File: config.mk
export PLATFORM = sky130hd
export DESIGN_NAME = dnc_allocation_weighting
export DESIGN_NICKNAME = d
export VERILOG_FILES = /design/src/rtl/dnc_fixed_pkg.sv /design/src/rtl/dnc_scratch_pkg.sv /design/src/rtl/dnc_shared_scratch.sv /design/src/rtl/dnc_sort_vector.sv /design/src/rtl/dnc_free_product.sv /design/src/rtl/dnc_allocation_weighting.sv
export VERILOG_INCLUDE_DIRS = /design/src /design/src/rtl
export SDC_FILE = /design/constraint.sdc
export NUM_CORES = 2
export LEC_CHECK = 0
export BUFFER_PORTS_ARGS = -buffer_cell sky130_fd_sc_hd__buf_4
export CAP_MARGIN = 20
export CORE_AREA = 2 2 257 259
export CTS_BUF_LIST = sky130_fd_sc_hd__clkbuf_8
export DETAILED_ROUTE_END_ITERATION = 10
export DIE_AREA = 0 0 259 261
export GPL_ROUTABILITY_DRIVEN = 0
export PLACE_DENSITY_LB_ADDON = 0.3
export SLEW_MARGIN = 10
export SYNTH_ARGS = -nofsm -noshare
export SYNTH_HDL_FRONTEND = slang
export SYNTH_SLANG_ARGS = --single-unit
File: constraint.sdc
create_clock -name CLK -period 9.2 [get_ports CLK]
set_input_delay 1.38 -clock CLK [delete_from_list [all_inputs] [get_ports CLK]]
set_output_delay 1.38 -clock CLK [all_outputs]
set_load 0.02 [all_outputs]
File: src/rtl/dnc_macros.svh
// DNC allocation weighting constants
`ifndef DNC_MACROS_SVH
`define DNC_MACROS_SVH

// Width of one scratch word and of a Q1.15 usage fraction
`define DNC_DATA_WIDTH 16

// Largest usage vector handled in one run
`define DNC_MAX_N 16

// Two regions of 16 words, usage then free list
`define DNC_ADDR_WIDTH 5

// Q1.15 one
`define DNC_ONE 16'h8000

`endif

File: src/rtl/dnc_fixed_pkg.sv
// DNC fixed point types
`include "dnc_macros.svh"

package dnc_fixed_pkg;

  ////////////////////////////////////////////////////////////////////////////
  // Scalar types
  ////////////////////////////////////////////////////////////////////////////

  // Q1.15 fraction, 0x8000 is one
  typedef logic [`DNC_DATA_WIDTH-1:0] usage_t;

  // Location number within the usage vector
  typedef logic [3:0] index_t;

  ////////////////////////////////////////////////////////////////////////////
  // Scratch word
  ////////////////////////////////////////////////////////////////////////////

  // Usage region holds fractions, free-list region holds indices
  typedef union packed {
    usage_t frac;
    struct packed {
      logic [`DNC_DATA_WIDTH-$bits(index_t)-1:0] zero;
      index_t                                    idx;
    } phi;
  } scratch_word_t;

endpackage

File: src/rtl/dnc_scratch_pkg.sv
// DNC scratch memory map
`include "dnc_macros.svh"

package dnc_scratch_pkg;

  // Scratch address
  typedef logic [`DNC_ADDR_WIDTH-1:0] addr_t;

  ////////////////////////////////////////////////////////////////////////////
  // Region bases
  ////////////////////////////////////////////////////////////////////////////

  // Usage of location k at USAGE_BASE + k
  localparam addr_t USAGE_BASE = 5'd0;
  // Free-list entry j at PHI_BASE + j
  localparam addr_t PHI_BASE = 5'd16;

  // Requester slots, also the bit position in req, we and grant
  typedef enum logic [1:0] {
    LOADER  = 2'd0,
    SORTER  = 2'd1,
    PRODUCT = 2'd2
  } requester_t;

endpackage

File: src/rtl/dnc_shared_scratch.sv
// Arbitrated scratch RAM
`timescale 1ns/1ps
`include "dnc_macros.svh"

module dnc_shared_scratch (
  input  logic                         CLK,
  input  logic                         RST,
  input  logic [2:0]                   req,
  input  logic [2:0]                   we,
  input  dnc_scratch_pkg::addr_t       addr_loader,
  input  dnc_scratch_pkg::addr_t       addr_sorter,
  input  dnc_scratch_pkg::addr_t       addr_product,
  input  dnc_fixed_pkg::scratch_word_t wdata_loader,
  input  dnc_fixed_pkg::scratch_word_t wdata_sorter,
  output logic [2:0]                   grant,
  output dnc_fixed_pkg::scratch_word_t rdata
);

  // Single port storage, both regions
  dnc_fixed_pkg::scratch_word_t mem [0:(1 << `DNC_ADDR_WIDTH)-1];

  dnc_scratch_pkg::requester_t rr_ptr;
  dnc_scratch_pkg::requester_t cand_1;
  dnc_scratch_pkg::requester_t cand_2;
  dnc_scratch_pkg::requester_t sel;
  logic                         busy;
  dnc_scratch_pkg::addr_t       acc_addr;
  dnc_fixed_pkg::scratch_word_t acc_wdata;

  // Next requester in ring order
  function automatic dnc_scratch_pkg::requester_t rotate(input dnc_scratch_pkg::requester_t r);
    case (r)
      dnc_scratch_pkg::LOADER: return dnc_scratch_pkg::SORTER;
      dnc_scratch_pkg::SORTER: return dnc_scratch_pkg::PRODUCT;
      default:                 return dnc_scratch_pkg::LOADER;
    endcase
  endfunction

  ////////////////////////////////////////////////////////////////////////////
  // Arbitration
  ////////////////////////////////////////////////////////////////////////////

  // First pending requester at or after the pointer
  always_comb begin
    cand_1 = rotate(rr_ptr);
    cand_2 = rotate(cand_1);
    if (req[rr_ptr]) sel = rr_ptr;
    else if (req[cand_1]) sel = cand_1;
    else sel = cand_2;
    busy  = |req;
    grant = busy ? (3'b001 << sel) : 3'b000;
  end

  // Winner's address and data
  always_comb begin
    acc_wdata = '0;
    case (sel)
      dnc_scratch_pkg::LOADER: begin
        acc_addr  = addr_loader;
        acc_wdata = wdata_loader;
      end
      dnc_scratch_pkg::SORTER: begin
        acc_addr  = addr_sorter;
        acc_wdata = wdata_sorter;
      end
      default: acc_addr = addr_product;   // read only peer
    endcase
  end

  // Pointer moves past the winner
  always_ff @(posedge CLK or posedge RST) begin
    if (RST) begin
      rr_ptr <= dnc_scratch_pkg::LOADER;
    end else if (busy) begin
      rr_ptr <= rotate(sel);
    end
  end

  ////////////////////////////////////////////////////////////////////////////
  // RAM access
  ////////////////////////////////////////////////////////////////////////////

  // One access per cycle, read data next cycle
  always_ff @(posedge CLK) begin
    if (busy) begin
      if (we[sel]) mem[acc_addr] <= acc_wdata;
      else rdata <= mem[acc_addr];
    end
  end

endmodule

File: src/rtl/dnc_sort_vector.sv
// Usage selection sorter
`timescale 1ns/1ps
`include "dnc_macros.svh"

module dnc_sort_vector (
  input  logic                                   CLK,
  input  logic                                   RST,
  input  logic                                   sort_start,
  input  logic [$bits(dnc_fixed_pkg::index_t):0] size_n,
  input  logic                                   grant,
  input  dnc_fixed_pkg::scratch_word_t           rdata,
  output logic                                   req,
  output logic                                   we,
  output dnc_scratch_pkg::addr_t                 addr,
  output dnc_fixed_pkg::scratch_word_t           wdata,
  output logic [4:0]                             phi_count,
  output logic                                   sort_done
);

  // FSM encoding
  localparam logic [1:0] ST_IDLE  = 2'd0;
  localparam logic [1:0] ST_READ  = 2'd1;
  localparam logic [1:0] ST_CMP   = 2'd2;
  localparam logic [1:0] ST_WRITE = 2'd3;

  logic [1:0]                state;
  logic [4:0]                scan;       // location under test
  logic [`DNC_MAX_N-1:0]     taken;      // already in free list
  logic                      found;      // best_* valid this pass
  dnc_fixed_pkg::usage_t     best_val;
  dnc_fixed_pkg::index_t     best_idx;

  ////////////////////////////////////////////////////////////////////////////
  // Scratch requests
  ////////////////////////////////////////////////////////////////////////////

  always_comb begin
    req   = 1'b0;
    we    = 1'b0;
    addr  = dnc_scratch_pkg::USAGE_BASE + scan;
    wdata = '0;
    wdata.phi.idx = best_idx;
    case (state)
      // Read only untaken locations
      ST_READ: req = (scan != size_n) && !taken[scan[3:0]];
      ST_WRITE: begin
        req  = 1'b1;
        we   = 1'b1;
        addr = dnc_scratch_pkg::PHI_BASE + phi_count;
      end
      default: req = 1'b0;
    endcase
  end

  ////////////////////////////////////////////////////////////////////////////
  // Pass control
  ////////////////////////////////////////////////////////////////////////////

  always_ff @(posedge CLK or posedge RST) begin
    if (RST) begin
      state     <= ST_IDLE;
      scan      <= '0;
      taken     <= '0;
      found     <= 1'b0;
      phi_count <= '0;
      sort_done <= 1'b0;
    end else begin
      sort_done <= 1'b0;
      case (state)
        ST_IDLE: begin
          if (sort_start) begin
            taken     <= '0;
            phi_count <= '0;
            scan      <= '0;
            found     <= 1'b0;
            state     <= ST_READ;
          end
        end
        ST_READ: begin
          // End of scan, winner is known
          if (scan == size_n) state <= ST_WRITE;
          else if (taken[scan[3:0]]) scan <= scan + 5'd1;
          else if (grant) state <= ST_CMP;
        end
        ST_CMP: begin
          found <= 1'b1;
          scan  <= scan + 5'd1;
          state <= ST_READ;
        end
        default: begin
          if (grant) begin
            taken[best_idx] <= 1'b1;
            phi_count       <= phi_count + 5'd1;
            scan            <= '0;
            found           <= 1'b0;
            if (phi_count + 5'd1 == size_n) begin
              sort_done <= 1'b1;
              state     <= ST_IDLE;
            end else begin
              state <= ST_READ;
            end
          end
        end
      endcase
    end
  end

  // Strict compare keeps the lower location on a tie
  always_ff @(posedge CLK) begin
    if (state == ST_CMP && (!found || rdata.frac < best_val)) begin
      best_val <= rdata.frac;
      best_idx <= scan[3:0];
    end
  end

endmodule

File: src/rtl/dnc_free_product.sv
// Free list running product engine
`timescale 1ns/1ps
`include "dnc_macros.svh"

module dnc_free_product (
  input  logic                                   CLK,
  input  logic                                   RST,
  input  logic                                   product_start,
  input  logic [$bits(dnc_fixed_pkg::index_t):0] size_n,
  input  logic [4:0]                             phi_count,
  input  logic                                   grant,
  input  dnc_fixed_pkg::scratch_word_t           rdata,
  output logic                                   req,
  output dnc_scratch_pkg::addr_t                 addr,
  output logic                                   a_enable,
  output dnc_fixed_pkg::index_t                  a_index,
  output dnc_fixed_pkg::usage_t                  a_value,
  output logic                                   product_done
);

  // FSM encoding
  localparam logic [2:0] P_IDLE = 3'd0;
  localparam logic [2:0] P_PHI  = 3'd1;   // read free-list entry j
  localparam logic [2:0] P_LOC  = 3'd2;   // capture location
  localparam logic [2:0] P_USE  = 3'd3;   // read its usage
  localparam logic [2:0] P_CALC = 3'd4;   // emit weight
  localparam logic [2:0] P_DONE = 3'd5;

  logic [2:0]                   state;
  logic [4:0]                   j;
  dnc_fixed_pkg::index_t        loc;
  dnc_fixed_pkg::usage_t        prod;        // product of earlier usages
  dnc_fixed_pkg::usage_t        one_minus;
  logic [2*`DNC_DATA_WIDTH-1:0] weight_full;
  logic [2*`DNC_DATA_WIDTH-1:0] prod_full;

  // Q1.15 multiplies, truncated by 15 bits below
  assign one_minus   = `DNC_ONE - rdata.frac;
  assign weight_full = one_minus * prod;
  assign prod_full   = prod * rdata.frac;

  // Entry j only once the sorter has written it
  assign req  = (state == P_PHI && phi_count > j) || state == P_USE;
  assign addr = (state == P_USE) ? dnc_scratch_pkg::USAGE_BASE + loc
                                 : dnc_scratch_pkg::PHI_BASE + j;

  always_ff @(posedge CLK or posedge RST) begin
    if (RST) begin
      state        <= P_IDLE;
      j            <= '0;
      a_enable     <= 1'b0;
      product_done <= 1'b0;
    end else begin
      a_enable     <= 1'b0;
      product_done <= 1'b0;
      case (state)
        P_IDLE: if (product_start) begin
          j     <= '0;
          state <= P_PHI;
        end
        P_PHI:  if (req && grant) state <= P_LOC;
        P_LOC:  state <= P_USE;
        P_USE:  if (grant) state <= P_CALC;
        P_CALC: begin
          a_enable <= 1'b1;
          j        <= j + 5'd1;
          state    <= (j + 5'd1 == size_n) ? P_DONE : P_PHI;
        end
        default: begin
          product_done <= 1'b1;
          state        <= P_IDLE;
        end
      endcase
    end
  end

  // Datapath
  always_ff @(posedge CLK) begin
    if (state == P_IDLE && product_start) prod <= `DNC_ONE;
    if (state == P_LOC) loc <= rdata.phi.idx;
    if (state == P_CALC) begin
      a_index <= loc;
      a_value <= weight_full[`DNC_DATA_WIDTH+14:15];
      prod    <= prod_full[`DNC_DATA_WIDTH+14:15];
    end
  end

endmodule

File: src/rtl/dnc_allocation_weighting.sv
// DNC allocation weighting top level
`timescale 1ns/1ps

module dnc_allocation_weighting (
  input  logic                  CLK,
  input  logic                  RST,
  input  logic                  start,
  input  logic [4:0]            size_n,
  input  logic                  u_enable,
  input  dnc_fixed_pkg::usage_t u_value,
  output logic                  ready,
  output logic                  a_enable,
  output dnc_fixed_pkg::index_t a_index,
  output dnc_fixed_pkg::usage_t a_value
);

  // Scratch port signals, one bit per requester
  logic [2:0]                   req;
  logic [2:0]                   we;
  logic [2:0]                   grant;
  dnc_scratch_pkg::addr_t       addr_loader;
  dnc_scratch_pkg::addr_t       addr_sorter;
  dnc_scratch_pkg::addr_t       addr_product;
  dnc_fixed_pkg::scratch_word_t wdata_loader;
  dnc_fixed_pkg::scratch_word_t wdata_sorter;
  dnc_fixed_pkg::scratch_word_t rdata;

  logic                  sort_req;
  logic                  sort_we;
  logic                  prod_req;
  logic [4:0]            phi_count;
  logic                  sort_done;
  logic                  product_done;
  logic                  running;
  logic                  accept;
  logic                  run_start;     // sort_start and product_start
  logic                  sort_finished;
  logic [4:0]            run_size;      // size_n held for the run
  dnc_fixed_pkg::index_t load_ptr;

  ////////////////////////////////////////////////////////////////////////////
  // Usage loader
  ////////////////////////////////////////////////////////////////////////////

  // Loader writes only, product engine reads only
  assign req[dnc_scratch_pkg::LOADER]  = u_enable;
  assign req[dnc_scratch_pkg::SORTER]  = sort_req;
  assign req[dnc_scratch_pkg::PRODUCT] = prod_req;
  assign we[dnc_scratch_pkg::LOADER]   = 1'b1;
  assign we[dnc_scratch_pkg::SORTER]   = sort_we;
  assign we[dnc_scratch_pkg::PRODUCT]  = 1'b0;
  assign addr_loader       = dnc_scratch_pkg::USAGE_BASE + load_ptr;
  assign wdata_loader.frac = u_value;

  ////////////////////////////////////////////////////////////////////////////
  // Run sequencer
  ////////////////////////////////////////////////////////////////////////////

  assign accept = start && !running;
  // Run ends when both engines have finished
  assign ready  = product_done && sort_finished;

  always_ff @(posedge CLK or posedge RST) begin
    if (RST) begin
      running       <= 1'b0;
      run_start     <= 1'b0;
      sort_finished <= 1'b0;
      load_ptr      <= '0;
    end else begin
      run_start <= accept;
      if (accept) begin
        running       <= 1'b1;
        sort_finished <= 1'b0;
        load_ptr      <= '0;
      end else if (grant[dnc_scratch_pkg::LOADER]) begin
        load_ptr <= load_ptr + 4'd1;
      end
      if (sort_done) sort_finished <= 1'b1;
      if (ready) running <= 1'b0;
    end
  end

  always_ff @(posedge CLK) begin
    if (accept) run_size <= size_n;
  end

  ////////////////////////////////////////////////////////////////////////////
  // Peers and scratch
  ////////////////////////////////////////////////////////////////////////////

  dnc_shared_scratch scratch (
    .CLK(CLK), .RST(RST), .req(req), .we(we),
    .addr_loader(addr_loader), .addr_sorter(addr_sorter), .addr_product(addr_product),
    .wdata_loader(wdata_loader), .wdata_sorter(wdata_sorter),
    .grant(grant), .rdata(rdata)
  );

  dnc_sort_vector sorter (
    .CLK(CLK), .RST(RST), .sort_start(run_start), .size_n(run_size),
    .grant(grant[dnc_scratch_pkg::SORTER]), .rdata(rdata),
    .req(sort_req), .we(sort_we), .addr(addr_sorter), .wdata(wdata_sorter),
    .phi_count(phi_count), .sort_done(sort_done)
  );

  dnc_free_product product (
    .CLK(CLK), .RST(RST), .product_start(run_start), .size_n(run_size),
    .phi_count(phi_count), .grant(grant[dnc_scratch_pkg::PRODUCT]), .rdata(rdata),
    .req(prod_req), .addr(addr_product), .a_enable(a_enable),
    .a_index(a_index), .a_value(a_value), .product_done(product_done)
  );

endmodule

==> metrics.md <==
| Metric | Value |
|---|---|
| Status | finished, final reports clean |
| Area grow syn2layout | 8.37% |
| Cts bufs inserted | 97 |
| WL final | about 100000 um |
| Slew Limit Headroom | approximately a quarter |
| GRT overflow | 0 |
| Post-DP HPWL | slightly above 70000 um |
| Final period util | about 93% |
| Slowest cell on crit path | or4_1 |
| Die Span X | about 260 um |
| EDFF count, synth | 593 |
| Reg2Reg Setup Slack | between 0.6 and 0.7 ns |
| Share of layout cells above drive strength 1 | roughly 8.4% |
| Worst-path clk slew | 0.06 ns |
| RSZ-0062 raised after global routing | no |
| Overall routing resource usage | approximately a third |
| Least-Margin Pin Slew | 1.14 ns |
| Final ANT Viol Nets | 0 |
| CTS root buf | clkbuf_8 |
| Syn Nets | about 4000 |
| Initial Util | between 60 and 70% |
| H-tree depth | 3 |
| Avg Inst Size Synth | ~12 um^2 |
| Via/cell ratio | 6.10 |
| Yosys warnings | 0 |
| Drt drc | 0 |
| Max Slew Vio Count | 0 |
| Starting DRC count in detailed routing | 2621 |
| HP Start | sorter.sort_done |
| Sequential fraction of the synthesis area | around 46% |
| Postcts setup bufs | 0 |
| Post-Syn Area | around 42000 um^2 |
| Pre-CTS setup slack | 0.441 ns |
| Reg2Reg Launch Point | scratch.rdata[2] |
| Most common cell on crit path | fa_1 |
| Crit. End Element | register |
| Core Util, Final | between 60% and 70% |
| CTS resizes | 0 |
| Final net count | 4116 |
| CTS tree | yes |
| Synth cell types | a little under 70 |
| Non-filler cells, final | between 4000 and 5000 |
| Mapped Cells | 3389 |
| Final hold vios | 0 |
| Max-Cap Viols | 0 |
| Core ar. | about 65000 um^2 |
| Endpoints failing setup | 0 |
| Top delay family on crit path | adder cells |
| First-pass GRT wire length | 162000 um |
| Critical path type | register to register |
| Worst Skew | between 0.04 and 0.05 ns |
| Die Ht | 261 um |
| # clock sinks | approximately 640 |
| Minimum clock period | 8.58 ns |
| Final setup TNS | 0 ns |
| Drt pass-1 iters | 6 |
| Hold WC Path Type | register to register |
| Worst skew pair latency | between 0.7 and 0.8 ns |
| Max clock buf depth | 3 |
| Synthesized flop and latch total | between 600 and 700 |
| Ys flop type | edfxtp_1 |
| WHS Path Cells | 1 |
| Row count | 94 |
| Final WS setup | 0.624 ns |
| R2r endpoint | product.a_value[15] |
| Asr flop ratio synth | under 10% |
| CP required | 9.74 ns |
| Placed insts | between 4000 and 5000 |
| Crit-path max cell delay | around 0.68 ns |
| CP arrival | a little over 9 ns |
| Initial antenna violation count | 0 |
| Critical Path Start Type | register |
| Ports | 47 |
| Hold_buf cts | 0 |
| Worst R2R Path Depth | 25 |
| Largest net degree at the start of global routing | ~140 |
| WL per Instance | between 20 and 25 um |
| FMAX | ~120 MHz |
| CP max FO | 16 |
| Vias in the first global route | approximately 29000 |
| Vias post-DR | 26989 |
| Hold Crit Endpoint | sort_finished |
| CP Buf/Inv Count | 3 |
| Die area | about 68000 um^2 |
| Port buffer count | 46 |
synthesized netlist by cell type, types with 5 or more instances:
master,instances,area (um^2)
a2111oi_0,6,52.6
a21o_1,19,143
a21oi_1,48,240
a221o_1,5,50.1
a22o_1,7,61.3
a31oi_1,9,56.3
and2_1,227,1420
and3_1,9,56.3
buf_1,5,18.8
buf_2,40,200
buf_6,5,56.3
clkbuf_1,108,405
dfrtp_1,49,1230
edfxtp_1,593,17800
fa_1,384,7690
ha_1,224,2800
inv_1,494,1850
mux2i_1,265,2650
nand2_1,339,1270
nand2b_1,7,43.8
nand3_1,16,80.1
nand4_1,15,93.8
nor2_1,107,402
nor2b_1,17,106
nor3_1,19,95.1
nor4_1,39,244
o21a_1,6,45.0
o21ai_0,38,190
o21bai_1,5,37.5
o22ai_1,129,807
or3_1,9,56.3
xnor2_1,54,473
xor2_1,21,184
worst max-delay path by stage:
stage                     start             endpoint  cells past startpoint
3_5_place_dp   scratch.rdata[2]  product.a_value[15]                     25
2_1_floorplan  scratch.rdata[3]  product.a_value[15]                     27
5_1_grt        scratch.rdata[2]  product.a_value[15]                     25
3_3_place_gp   scratch.rdata[2]  product.a_value[15]                     25
4_1_cts        scratch.rdata[2]  product.a_value[15]                     25
6_report       scratch.rdata[2]  product.a_value[15]                     25
cells in the final DEF (no fill, tap or decap), types with 19 or more instances in the layout:
master / instances
xor2_1: 21
o21ai_0: 38
edfxtp_1: 593
fa_1: 384
a21o_1: 19
o22ai_1: 129
nor2_1: 107
xnor2_1: 53
a21oi_1: 48
ha_1: 224
mux2i_1: 265
nor3_1: 19
nor4_1: 39
and2_1: 227
clkbuf_8: 98
buf_4: 139
inv_1: 528
nand2_1: 339
clkinv_1: 29
dfrtp_1: 49
layer usage:
layer  up-vias  global-route usage [%]  wire [um]
met5         -                       0          0
met4         0                    17.3       6010
met3       359                    5.69       8660
met2      1456                    54.1      52500
met1     13511                    38.7      37500
li1      11663                       -          -
sequential cells by signal (all words and copies together), names as in the netlist, 5 cells and up:
register / count
sorter.taken: 16
sorter.phi_count: 5
product.a_value: 16
sorter.scan: 5
product.j: 5
product.prod: 16
scratch.rdata: 16
sorter.best_val: 16
run_size: 5
scratch.mem: 512
stage by stage:
stage	hold WS, ns	area [um^2]
global placement	0.434	43200
floorplan	0.417	41700
finish	0.466	45200
CTS	0.450	45000
global route	0.504	45200
detailed placement	0.438	43200
kinds of logic after synthesis:
family	count (synthesis)	synth area share [%]
buffers and inverters	656	6.14
adder cells (fa/ha/maj)	608	25.1
AND/OR/NAND/NOR	825	9.83
multiplexers	271	6.64
AO/OA/AOI/OAI	312	5.07
flip-flops	642	45.6
XOR/XNOR	75	1.57
final cells by class:
| type | count | area [um^2] |
|---|---|---|
| inverters | 495 | 1860 |
| flip-flops and latches | 642 | 19000 |
| clock buffers | 98 | 1350 |
| well taps | 864 | 1080 |
| fillers | 4491 | 19800 |
| clock inverters | 79 | 409 |
| repair buffers | 156 | 1330 |
| diodes | 1 | 2.50 |
| multi-input cells | 2091 | 20200 |
Power is not shown: default switching activity piles up to over one toggle a cycle in this logic, so the estimate is an artifact.
